===== config.mk =====
export PLATFORM = sky130hd
export DESIGN_NAME = piano_control
export DESIGN_NICKNAME = d
export VERILOG_FILES = /design/src/piano_ctrl_pkg.sv /design/src/piano_control.sv /design/src/piano_ctrl_decode.sv /design/src/piano_state_seq.sv /design/src/piano_genius_next.sv /design/src/piano_menu_next.sv
export SDC_FILE = /design/constraint.sdc
export NUM_CORES = 1
export LEC_CHECK = 0
export ABC_AREA = 1
export BUFFER_PORTS_ARGS = -buffer_cell sky130_fd_sc_hd__clkbuf_2
export CORE_MARGIN = 2
export CORE_UTILIZATION = 55
export CTS_BUF_LIST = sky130_fd_sc_hd__clkbuf_8 sky130_fd_sc_hd__clkbuf_16
export DETAILED_ROUTE_END_ITERATION = 10
export PLACE_DENSITY = 0.84
export REMOVE_ABC_BUFFERS = 1
export SETUP_SLACK_MARGIN = 0.2
export SYNTH_ARGS = -nofsm -noshare
export SYNTH_HDL_FRONTEND = slang
export SYNTH_HIERARCHICAL = 1
export SYNTH_SLANG_ARGS = --single-unit

===== constraint.sdc =====
create_clock -name clock -period 3.12 [get_ports clock]
set_input_delay 0.78 -clock clock [delete_from_list [all_inputs] [get_ports clock]]
set_output_delay 0.78 -clock clock [all_outputs]
set_load 0.01 [all_outputs]

===== src/piano_ctrl_pkg.sv =====
// Piano game control unit shared definitions
// State codes, menu page selectors and the structs that carry
// datapath flags, menu choices and control strobes

package piano_ctrl_pkg;

    localparam int state_w = 6;

    // --------------------
    // FSM state codes
    // --------------------
    typedef enum logic [state_w-1:0] {
        st_idle           = 6'h00,
        st_init           = 6'h01,
        st_round_start    = 6'h02,
        st_show           = 6'h03,
        st_show_wait      = 6'h04,
        st_show_next      = 6'h05,
        st_note_start     = 6'h06,
        st_note_wait      = 6'h07,
        st_compare        = 6'h09,
        st_won            = 6'h0A,
        st_next_note      = 6'h0B,
        st_next_step      = 6'h13,
        st_wrong_note     = 6'h14,
        st_wrong_time     = 6'h15,
        st_note_play      = 6'h17,
        st_show_last      = 6'h18,
        st_next_round     = 6'h19,
        st_check_end      = 6'h1A,
        st_store          = 6'h1B,
        st_menu_start     = 6'h1C,
        st_wait_mode      = 6'h1D,
        st_wait_bpm       = 6'h1E,
        st_wait_key       = 6'h1F,
        st_wait_song      = 6'h20,
        st_err_menu_start = 6'h21,
        st_err_menu       = 6'h22,
        st_free_wait      = 6'h23
    } state_t;

    // Menu page shown on the display
    typedef logic [2:0] menu_sel_t;

    localparam menu_sel_t menu_sel_mode  = 3'b000;
    localparam menu_sel_t menu_sel_bpm   = 3'b001;
    localparam menu_sel_t menu_sel_key   = 3'b010;
    localparam menu_sel_t menu_sel_song  = 3'b011;
    localparam menu_sel_t menu_sel_error = 3'b100;

    // --------------------
    // Datapath interface
    // --------------------
    typedef struct packed {
        logic tone_timer_done;
        logic round_last;
        logic key_held;
        logic note_ok;
        logic timing_ok;
        logic beat_low;
        logic addr_at_round;
        logic reply_timeout;
        logic song_end;
    } play_status_t;

    // Choices latched by the datapath from the menus
    typedef struct packed {
        logic mode_genius;
        logic mode_free;
        logic retry_round;
        logic retry_note;
        logic replay_last;
    } menu_choice_t;

    typedef struct packed {
        logic clear_note_cnt;
        logic inc_note_cnt;
        logic clear_tone_timer;
        logic inc_tone_timer;
        logic clear_round_cnt;
        logic inc_round_cnt;
        logic clear_metro;
        logic inc_metro;
        logic clear_reply_timer;
        logic inc_reply_timer;
        logic clear_key_reg;
        logic load_key_reg;
    } counter_ctrl_t;

    typedef struct packed {
        logic      leds_from_mem;
        logic      leds_on;
        logic      sound_on;
        logic      menu_show;
        logic      menu_start;
        menu_sel_t menu_sel;
        logic      store_mode;
        logic      store_bpm;
        logic      store_key;
        logic      store_song;
    } display_ctrl_t;

    typedef struct packed {
        logic won;
        logic lost;
        logic player_turn;
    } game_status_t;

endpackage

===== src/piano_control.sv =====
// Piano game control unit top level
// Sequencer and Moore output decode; the current state is also
// brought out for debug

module piano_control (
    input  logic                          clock,
    input  logic                          reset,
    input  logic                          start,
    input  logic                          enter,
    input  piano_ctrl_pkg::play_status_t  status,
    input  piano_ctrl_pkg::menu_choice_t  choice,
    output piano_ctrl_pkg::counter_ctrl_t counters,
    output piano_ctrl_pkg::display_ctrl_t display,
    output piano_ctrl_pkg::game_status_t  game,
    output piano_ctrl_pkg::state_t        state_dbg
);

    // Debug output doubles as the decode input
    piano_state_seq u_state_seq (
        .clock  (clock),
        .reset  (reset),
        .start  (start),
        .enter  (enter),
        .status (status),
        .choice (choice),
        .state  (state_dbg)
    );

    piano_ctrl_decode u_ctrl_decode (
        .state    (state_dbg),
        .counters (counters),
        .display  (display),
        .game     (game)
    );

endmodule


===== src/piano_ctrl_decode.sv =====
// Moore output decode for the piano control unit
// Turns the current state into counter strobes, display and sound
// controls, and the game status flags

module piano_ctrl_decode (
    input  piano_ctrl_pkg::state_t        state,
    output piano_ctrl_pkg::counter_ctrl_t counters,
    output piano_ctrl_pkg::display_ctrl_t display,
    output piano_ctrl_pkg::game_status_t  game
);

    // --------------------
    // Counters and timers
    // --------------------
    always_comb begin
        counters.clear_key_reg    = (state == piano_ctrl_pkg::st_idle);
        counters.load_key_reg     = (state == piano_ctrl_pkg::st_note_play);
        counters.clear_round_cnt  = (state == piano_ctrl_pkg::st_init);
        counters.inc_round_cnt    = (state == piano_ctrl_pkg::st_next_round);

        counters.clear_note_cnt   = (state == piano_ctrl_pkg::st_note_start ||
                                     state == piano_ctrl_pkg::st_round_start);
        counters.inc_note_cnt     = (state == piano_ctrl_pkg::st_next_step ||
                                     state == piano_ctrl_pkg::st_show_next ||
                                     state == piano_ctrl_pkg::st_next_note);

        counters.clear_tone_timer = (state == piano_ctrl_pkg::st_show ||
                                     state == piano_ctrl_pkg::st_init ||
                                     state == piano_ctrl_pkg::st_note_start);
        counters.inc_tone_timer   = (state == piano_ctrl_pkg::st_round_start);

        // Reply timer restarts before every expected note
        counters.clear_reply_timer = (state == piano_ctrl_pkg::st_next_note   ||
                                      state == piano_ctrl_pkg::st_note_start  ||
                                      state == piano_ctrl_pkg::st_init        ||
                                      state == piano_ctrl_pkg::st_wrong_note  ||
                                      state == piano_ctrl_pkg::st_wrong_time  ||
                                      state == piano_ctrl_pkg::st_check_end);
        counters.inc_reply_timer   = (state == piano_ctrl_pkg::st_note_wait);

        counters.clear_metro = (state == piano_ctrl_pkg::st_show        ||
                                state == piano_ctrl_pkg::st_wrong_note  ||
                                state == piano_ctrl_pkg::st_wrong_time  ||
                                state == piano_ctrl_pkg::st_note_wait   ||
                                state == piano_ctrl_pkg::st_init        ||
                                state == piano_ctrl_pkg::st_check_end);
        counters.inc_metro   = (state == piano_ctrl_pkg::st_show_last ||
                                state == piano_ctrl_pkg::st_show_wait ||
                                state == piano_ctrl_pkg::st_note_play ||
                                state == piano_ctrl_pkg::st_free_wait);
    end

    // --------------------
    // LEDs, sound, menus
    // --------------------
    always_comb begin
        display.leds_from_mem = (state == piano_ctrl_pkg::st_show_wait ||
                                 state == piano_ctrl_pkg::st_show_last);
        display.leds_on       = (state == piano_ctrl_pkg::st_note_play ||
                                 state == piano_ctrl_pkg::st_show_wait ||
                                 state == piano_ctrl_pkg::st_show_last);
        display.sound_on      = (state == piano_ctrl_pkg::st_note_play);

        display.menu_start = (state == piano_ctrl_pkg::st_menu_start ||
                              state == piano_ctrl_pkg::st_err_menu_start);
        display.menu_show  = (state == piano_ctrl_pkg::st_wait_mode ||
                              state == piano_ctrl_pkg::st_wait_bpm  ||
                              state == piano_ctrl_pkg::st_wait_key  ||
                              state == piano_ctrl_pkg::st_wait_song ||
                              state == piano_ctrl_pkg::st_err_menu);

        display.store_mode = (state == piano_ctrl_pkg::st_wait_mode);
        display.store_bpm  = (state == piano_ctrl_pkg::st_wait_bpm);
        display.store_key  = (state == piano_ctrl_pkg::st_wait_key);
        display.store_song = (state == piano_ctrl_pkg::st_wait_song);

        case (state)
            piano_ctrl_pkg::st_wait_bpm:  display.menu_sel = piano_ctrl_pkg::menu_sel_bpm;
            piano_ctrl_pkg::st_wait_key:  display.menu_sel = piano_ctrl_pkg::menu_sel_key;
            piano_ctrl_pkg::st_wait_song: display.menu_sel = piano_ctrl_pkg::menu_sel_song;
            piano_ctrl_pkg::st_err_menu:  display.menu_sel = piano_ctrl_pkg::menu_sel_error;
            default:                      display.menu_sel = piano_ctrl_pkg::menu_sel_mode;
        endcase
    end

    // Game status
    always_comb begin
        game.won         = (state == piano_ctrl_pkg::st_won);
        game.lost        = (state == piano_ctrl_pkg::st_wrong_note ||
                            state == piano_ctrl_pkg::st_wrong_time);
        game.player_turn = (state == piano_ctrl_pkg::st_note_wait);
    end

endmodule


===== src/piano_state_seq.sv =====
// Piano control sequencer
// State register plus dispatch between the menu, genius and
// freestyle branches

module piano_state_seq (
    input  logic                         clock,
    input  logic                         reset,
    input  logic                         start,
    input  logic                         enter,
    input  piano_ctrl_pkg::play_status_t status,
    input  piano_ctrl_pkg::menu_choice_t choice,
    output piano_ctrl_pkg::state_t       state
);

    piano_ctrl_pkg::state_t menu_next;
    piano_ctrl_pkg::state_t genius_next;
    piano_ctrl_pkg::state_t free_next;
    piano_ctrl_pkg::state_t next_state;
    logic                   menu_owns;

    piano_menu_next u_menu_next (
        .state      (state),
        .start      (start),
        .enter      (enter),
        .choice     (choice),
        .next_state (menu_next),
        .menu_owns  (menu_owns)
    );

    piano_genius_next u_genius_next (
        .state      (state),
        .start      (start),
        .enter      (enter),
        .status     (status),
        .choice     (choice),
        .next_state (genius_next)
    );

    // Freestyle just follows the key
    always_comb begin
        case (state)
            piano_ctrl_pkg::st_free_wait, piano_ctrl_pkg::st_note_play:
                free_next = status.key_held ? piano_ctrl_pkg::st_note_play
                                            : piano_ctrl_pkg::st_free_wait;
            default:
                free_next = piano_ctrl_pkg::st_free_wait;
        endcase
    end

    always_comb begin
        if (menu_owns)
            next_state = menu_next;
        else if (choice.mode_genius)
            next_state = genius_next;
        else if (choice.mode_free)
            next_state = free_next;
        else
            next_state = piano_ctrl_pkg::st_idle;
    end

    always_ff @(posedge clock or posedge reset) begin
        if (reset)
            state <= piano_ctrl_pkg::st_idle;
        else
            state <= next_state;
    end

endmodule


===== src/piano_genius_next.sv =====
// Genius mode next-state logic
// Shows a growing sequence, checks each reply for note and timing,
// and runs the error menu with its retry and replay choices

module piano_genius_next (
    input  piano_ctrl_pkg::state_t       state,
    input  logic                         start,
    input  logic                         enter,
    input  piano_ctrl_pkg::play_status_t status,
    input  piano_ctrl_pkg::menu_choice_t choice,
    output piano_ctrl_pkg::state_t       next_state
);

    always_comb begin
        next_state = state;
        case (state)
            // --------------------
            // Sequence display
            // --------------------
            piano_ctrl_pkg::st_init: begin
                next_state = piano_ctrl_pkg::st_round_start;
            end
            piano_ctrl_pkg::st_round_start: begin
                if (status.tone_timer_done)
                    next_state = piano_ctrl_pkg::st_show;
            end
            piano_ctrl_pkg::st_show: begin
                next_state = piano_ctrl_pkg::st_show_wait;
            end
            piano_ctrl_pkg::st_show_wait: begin
                if (status.beat_low)
                    next_state = status.addr_at_round ? piano_ctrl_pkg::st_note_start
                                                      : piano_ctrl_pkg::st_show_next;
            end
            piano_ctrl_pkg::st_show_next: begin
                next_state = piano_ctrl_pkg::st_show;
            end

            // --------------------
            // Player reply
            // --------------------
            piano_ctrl_pkg::st_note_start: begin
                next_state = piano_ctrl_pkg::st_note_wait;
            end
            piano_ctrl_pkg::st_note_wait: begin
                // Timeout wins over a late key press
                if (status.reply_timeout)
                    next_state = piano_ctrl_pkg::st_wrong_time;
                else if (status.key_held)
                    next_state = piano_ctrl_pkg::st_note_play;
            end
            piano_ctrl_pkg::st_note_play: begin
                if (!status.key_held)
                    next_state = piano_ctrl_pkg::st_compare;
            end
            piano_ctrl_pkg::st_compare: begin
                if (!status.note_ok) begin
                    next_state = piano_ctrl_pkg::st_wrong_note;
                end else if (!status.timing_ok) begin
                    next_state = piano_ctrl_pkg::st_wrong_time;
                end else if (status.addr_at_round) begin
                    next_state = status.round_last ? piano_ctrl_pkg::st_won
                                                   : piano_ctrl_pkg::st_next_step;
                end else begin
                    next_state = piano_ctrl_pkg::st_next_note;
                end
            end
            piano_ctrl_pkg::st_next_note: begin
                next_state = piano_ctrl_pkg::st_note_wait;
            end

            // Round bookkeeping
            piano_ctrl_pkg::st_next_step: begin
                next_state = piano_ctrl_pkg::st_store;
            end
            piano_ctrl_pkg::st_store: begin
                next_state = piano_ctrl_pkg::st_check_end;
            end
            piano_ctrl_pkg::st_check_end: begin
                next_state = status.song_end ? piano_ctrl_pkg::st_won
                                             : piano_ctrl_pkg::st_next_round;
            end
            piano_ctrl_pkg::st_next_round: begin
                next_state = piano_ctrl_pkg::st_round_start;
            end
            piano_ctrl_pkg::st_won: begin
                if (start)
                    next_state = piano_ctrl_pkg::st_init;
            end

            // --------------------
            // Error menu
            // --------------------
            piano_ctrl_pkg::st_wrong_note, piano_ctrl_pkg::st_wrong_time: begin
                next_state = piano_ctrl_pkg::st_err_menu_start;
            end
            piano_ctrl_pkg::st_err_menu_start: begin
                next_state = piano_ctrl_pkg::st_err_menu;
            end
            piano_ctrl_pkg::st_err_menu: begin
                // No choice made yet keeps the menu up
                if (enter) begin
                    if (choice.retry_round)
                        next_state = piano_ctrl_pkg::st_round_start;
                    else if (choice.retry_note)
                        next_state = piano_ctrl_pkg::st_note_start;
                    else if (choice.replay_last)
                        next_state = piano_ctrl_pkg::st_show_last;
                end
            end
            piano_ctrl_pkg::st_show_last: begin
                if (status.beat_low)
                    next_state = piano_ctrl_pkg::st_note_wait;
            end
            default: begin
                next_state = piano_ctrl_pkg::st_idle;
            end
        endcase
    end

endmodule


===== src/piano_menu_next.sv =====
// Setup menu next-state logic
// Covers idle and the mode, tempo, key and song pages, and flags
// when the current state belongs to this branch

module piano_menu_next (
    input  piano_ctrl_pkg::state_t       state,
    input  logic                         start,
    input  logic                         enter,
    input  piano_ctrl_pkg::menu_choice_t choice,
    output piano_ctrl_pkg::state_t       next_state,
    output logic                         menu_owns
);

    always_comb begin
        menu_owns  = 1'b1;
        next_state = state;
        case (state)
            piano_ctrl_pkg::st_idle: begin
                if (start)
                    next_state = piano_ctrl_pkg::st_menu_start;
            end
            piano_ctrl_pkg::st_menu_start: begin
                next_state = piano_ctrl_pkg::st_wait_mode;
            end
            piano_ctrl_pkg::st_wait_mode: begin
                if (enter)
                    next_state = piano_ctrl_pkg::st_wait_bpm;
            end
            piano_ctrl_pkg::st_wait_bpm: begin
                if (enter)
                    next_state = piano_ctrl_pkg::st_wait_key;
            end
            piano_ctrl_pkg::st_wait_key: begin
                // Freestyle has no song page
                if (enter)
                    next_state = choice.mode_free ? piano_ctrl_pkg::st_init
                                                  : piano_ctrl_pkg::st_wait_song;
            end
            piano_ctrl_pkg::st_wait_song: begin
                if (enter)
                    next_state = piano_ctrl_pkg::st_init;
            end
            default: begin
                menu_owns  = 1'b0;
                next_state = piano_ctrl_pkg::st_idle;
            end
        endcase
    end

endmodule


==> impl_metrics.yaml, run 1 <==
outcome:
  outcome: "finished clean"
finish:
  post-route-util: 0.7089
  top_regs: "u_state_seq/state x6"
  regMostFlops: "u_state_seq/state"
  final_common_cell: "nand2_1"
  post_route_cells_drive_above_1_share: 0.2107
  fin_nets: 376
  area_growth_syn_to_layout_pct: 19.97
  finish.instance_area_um2: 1804
  final_cell_mix: "nand2_1 (95), nor2_1 (54), inv_1 (51), clkbuf_2 (50), nand3_1 (43)"
  largest_reg_flops: 6
  antennaDiodeCount: 0
critical_path:
  setup.worst_path.end_class: "output port"
  arrival_ps: 1890
  crit_buf_inv: 2
  critical-path-max-stage-delay_ps: 710
  critPathMaxFanout: 16
  criticalPathCategory: "flop to output port"
  crit_cells: 5
  r2r-start: "u_state_seq/state[0]$_DFF_PP0_"
  crit_chain: "inv_1 -> nor2_1 -> nand2_1 -> nor3_1 -> clkbuf_2"
  reg2reg_depth: 8
  crit_family: "flip-flops"
  cp_slowest_cell: "dfrtp_1"
  cp.required_ps: 2340
  crit_path_start_kind: "flop"
  worstSetupStartpoint: "u_state_seq/state[1]$_DFF_PP0_"
sta:
  finalClockSkew_ps: 0.2188
  fmax_ghz: 0.3752
  maxSlewViolCount: 0
  period_minus_slack_ps: 2665
  setup_viol: 0
  min_period_over_period: 0.8542
  setup_tns_ps: 0
  finalHoldViolCount: 0
  whs_ps: 443.3
  worst_slew_pin_slew_ps: 661.7
  max_slew_margin: 0.5589
  grt_setup_unrepaired: "no"
cts:
  cts_resized: 0
  cts_buffers: 3
  clk_path_buf_depth: 2
  cts.reportedPaths.clkPinSlew_ps: 40
  cts_tree: "built"
  cts_setup_buffers: 0
  clkLatencyLatePin_ps: 220
  clkSinkCount: 6
  h-tree-depth: 1
  holdBufCountCts: 0
  root_buffer: "clkbuf_8"
detailed_routing:
  drc: 0
  routedWlPerCell_um: 11.51
  vias_per_cell: 5.295
  drt-pass1-iter-count: 5
  dr.first_iter.drc_count: 186
  ant_nets: 0
  finalWirelength_um: 4444
  vias: 2044
floorplan:
  core-area_um2: 2545
  num_rows: 18
  start_util: 0.5910
  dieWidth_um: 56.29
  die_h_um: 56.29
  io_pins: 51
  dieArea_um2: 3169
synth:
  synth_warnings: 6
  synthCells: 307
  synth_area_um2: 1504
  synth_cell_types: 28
  synthArstFlopShare: 1.000
  ys.flop_type: "dfrtp_1"
  synth-seq-cells: 6
  postSynthAreaPerCell_um2: 4.899
  yosysSeqAreaShare: 0.09983
  synth_edf_count: 0
global_route:
  grt.busiest_layer: "met2"
  antenna_found_initial: 0
  track_usage: 0.2870
  grt_remaining_overflow: 0
  grt_pass1_wl_um: 7514
  grt_start_max_net_pins: 19
  met3_usage: 0.05300
  grtUsageMet2: 0.4437
  use_met1: 0.4056
  grt_pass1_vias: 1721
run:
  max_cap_viol_count: 0
place:
  io_buffers: 50
  dpl_cell_area_um2: 1763
  dpl.hpwl_um: 3495
  place.gp.congestion: 0.9717
pwr:
  vdd_ir_drop_max_mv: 0.8078
  p_leak_nw: 1.160
  p_per_area_nw_per_um2: 802.5
  finalPower_mw: 1.448
worst_hold_path:
  holdCritPathClass: "primary input to asynchronous set/reset pin"
[per-stage QoR]
step	worst slack, ps	cells
2_1_floorplan	1005	302
3_3_place_gp	786.9	383
6_report	454.8	386
4_1_cts	497.8	386
5_1_grt	367.9	386
3_5_place_dp	739.6	383
[cells by family (layout without fill, tap and decap cells)]
| logic type | Yosys count | after routing | synth area share |
|---|---|---|---|
| buf+inv | 60 | 109 | 0.1614 |
| flops | 6 | 6 | 0.09983 |
| compound gates | 17 | 17 | 0.06573 |
| simple gates | 224 | 224 | 0.6730 |
[layer usage]
| metal | routed length, um | vias to the layer above |
|---|---|---|
| met2 | 1884 | 96 |
| met1 | 2101 | 870 |
| met4 | 99 | 0 |
| li1 | - | 1064 |
| met5 | 0 | - |
| met3 | 358 | 14 |
[synthesized netlist by cell type (2+ instances only)]
cell / count / area, um^2
nand4_1: 10 / 62.56
a21oi_1: 2 / 10.01
buf_4: 2 / 15.01
dfrtp_1: 6 / 150.1
nand3_1: 43 / 215.2
inv_1: 51 / 191.4
nor2_4: 4 / 45.04
inv_2: 4 / 15.01
o21ai_0: 9 / 45.04
nor2_1: 54 / 202.7
nand2_1: 95 / 356.6
nor3_1: 5 / 25.02
nor2_2: 7 / 43.79
[final timing paths]
kind                       slack, ps                        endpoint
hold reg to reg                  930  u_state_seq/state[5]$_DFF_PP0_
max in group asynchronous       2490  u_state_seq/state[0]$_DFF_PP0_
setup reg to reg                1120  u_state_seq/state[0]$_DFF_PP0_
min in group clock               920  u_state_seq/state[5]$_DFF_PP0_
setup / recovery                 450                         game[2]
hold / removal                   440  u_state_seq/state[4]$_DFF_PP0_
[final cells by class]
class                      instances  area (um^2)
tap                               30        37.54
multi-input combinational        241         1111
fill                             259        740.7
inverter                          55        206.4
sequential                         6        150.1
timing repair buffer              51        257.7
clock buffer                       3        41.29
[power breakdown]
| group | internal [mW] | switching (mW) |
|---|---|---|
| registers | 0.109 | 0.149 |
| clock network | 0.0828 | 0.0329 |
| logic | 0.346 | 0.727 |
| total | 0.539 | 0.909 |
Power figures use the tool's default switching activity.
==> run 2, diff against run 1 <==
--- a/config.mk
+++ b/config.mk
@@ -6,15 +6,16 @@
 export NUM_CORES = 1
 export LEC_CHECK = 0
 export ABC_AREA = 1
-export BUFFER_PORTS_ARGS = -buffer_cell sky130_fd_sc_hd__clkbuf_2
 export CORE_MARGIN = 2
-export CORE_UTILIZATION = 55
+export CORE_UTILIZATION = 60
 export CTS_BUF_LIST = sky130_fd_sc_hd__clkbuf_8 sky130_fd_sc_hd__clkbuf_16
 export DETAILED_ROUTE_END_ITERATION = 10
-export PLACE_DENSITY = 0.84
+export DONT_BUFFER_PORTS = 1
+export PLACE_DENSITY = 0.74
 export REMOVE_ABC_BUFFERS = 1
 export SETUP_SLACK_MARGIN = 0.2
 export SYNTH_ARGS = -nofsm -noshare
 export SYNTH_HDL_FRONTEND = slang
 export SYNTH_HIERARCHICAL = 1
 export SYNTH_SLANG_ARGS = --single-unit
+export TNS_END_PERCENT = 50
==> run 2 against run 1 <==
  * Power down 10%
  * Combinational power down 12%
  * Global-route usage up 0.35 points
  * Non-clock buffer count down 50
  * Critical endpoint unchanged
==> impl_metrics.yaml, run 2 (same netlist as run 1, synthesis figures left out) <==
place:
  dpl.hpwl_um: 3226
  dpl_cell_area_um2: 1513
  placedCellCount: 333
  place.gp.congestion: 0.9419
  io_buffers: 0
  place_ws_ps: 736.9
global_route:
  grt_remaining_overflow: 0
  grt_pass1_wl_um: 6320
  antenna_found_initial: 0
  grt_pass1_vias: 1531
  track_usage: 0.2905
  grt_start_max_net_pins: 17
critical_path:
  worstSetupStartpoint: "u_state_seq/state[1]$_DFF_PP0_"
  r2r_slack_ps: 940
  reg2reg_depth: 9
  arrival_ps: 1860
  crit_path_start_kind: "flop"
  criticalPathCategory: "flop to output port"
  r2r-start: "u_state_seq/state[5]$_DFF_PP0_"
  endpoint: "game[2]"
  setup.worst_path.end_class: "output port"
  rr_endpoint: "u_state_seq/state[4]$_DFF_PP0_"
  cp.required_ps: 2340
  critPathMaxFanout: 16
sta:
  worst_slew_pin_slew_ps: 754.6
  max_slew_margin: 0.4951
  setup_viol: 0
  period_minus_slack_ps: 2636
  min_period_over_period: 0.8450
  whs_ps: 369.3
  setup_tns_ps: 0
  finalClockSkew_ps: 3.240
  fmax_ghz: 0.3793
  finalHoldViolCount: 0
  setup_ws_ps: 483.6
  maxSlewViolCount: 0
  grt_setup_unrepaired: "no"
detailed_routing:
  routedWlPerCell_um: 12.39
  drt-pass1-iter-count: 5
  finalWirelength_um: 4163
  dr.first_iter.drc_count: 100
  vias: 1852
  drc: 0
  ant_nets: 0
  vias_per_cell: 5.512
pwr:
  p_per_area_nw_per_um2: 837.0
  p_leak_nw: 0.9387
  vdd_ir_drop_max_mv: 0.6838
  finalPower_mw: 1.301
floorplan:
  dieWidth_um: 54.07
  num_rows: 18
  io_pins: 51
  core-area_um2: 2432
  dieArea_um2: 2923
  start_util: 0.6183
  die_h_um: 54.07
finish:
  post-route-util: 0.6389
  regMostFlops: "u_state_seq/state"
  post_route_cells_drive_above_1_share: 0.08170
  largest_reg_flops: 6
  top_regs: "u_state_seq/state x6"
  final_cell_mix: "nand2_1 (95), nor2_1 (54), inv_1 (51), nand3_1 (43), nand4_1 (10)"
  antennaDiodeCount: 0
  area_growth_syn_to_layout_pct: 3.328
  final_common_cell: "nand2_1"
  finish.instance_area_um2: 1554
  layout.cells.non_filler: 336
  fin_nets: 326
cts:
  clk_path_buf_depth: 2
  clkSinkCount: 6
  cts_buffers: 3
  clkLatencyLatePin_ps: 220
  h-tree-depth: 1
  holdBufCountCts: 0
  cts_resized: 0
  root_buffer: "clkbuf_8"
  cts.reportedPaths.clkPinSlew_ps: 40
  cts_setup_buffers: 0
  cts_tree: "built"
run:
  max_cap_viol_count: 0
worst_hold_path:
  holdCritPathClass: "primary input to asynchronous set/reset pin"
outcome:
  outcome: "finished clean"
-- run 2: cell count changes in the layout (fill, tap and decap cells not counted) --
cell	before	now
clkbuf_2	50	0
-- run 2: critical path, cell delays in order, from the launching register on --
cell	delay [ps]
dfrtp_1	730
inv_1	120
nor2_1	300
nand2_1	150
nor3_1	330
-- run 2: area by class of cell --
cell class              count  area (um^2)
clock buffers               3        41.29
fillers                   275        878.3
inverters                  55        206.4
multi-input cells         241         1111
flip-flops and latches      6        150.1
well taps                  30        37.54
repair buffers              1        7.507
-- run 2: report_power, final --
part	switching (mW)	internal, mW	leakage [nW]	total [mW]
Sequential	0.139	0.109	0.0803	0.248
Combinational	0.680	0.257	0.837	0.937
Clock	0.0327	0.0828	0.0216	0.116
Total	0.851	0.449	0.939	1.30
-- run 2: per-layer routing --
metal	global-route usage	vias up	routed length (um)
li1	-	960	-
met1	0.3854	778	1846
met3	0.04167	5	433
met4	0.07500	0	33
met5	0	-	0
met2	0.4898	109	1851
-- run 2: how the worst min path moves through the flow --
stage / startpoint / end / slack, ps / cells after the start
6_report: reset / u_state_seq/state[1]$_DFF_PP0_ / 370 / 1
5_1_grt: reset / u_state_seq/state[1]$_DFF_PP0_ / 380 / 1
4_1_cts: reset / u_state_seq/state[1]$_DFF_PP0_ / 370 / 1
3_5_place_dp: reset / u_state_seq/state[2]$_DFF_PP0_ / 600 / 1
3_3_place_gp: reset / u_state_seq/state[0]$_DFF_PP0_ / 600 / 1
2_1_floorplan: reset / u_state_seq/state[0]$_DFF_PP0_ / 570 / 1
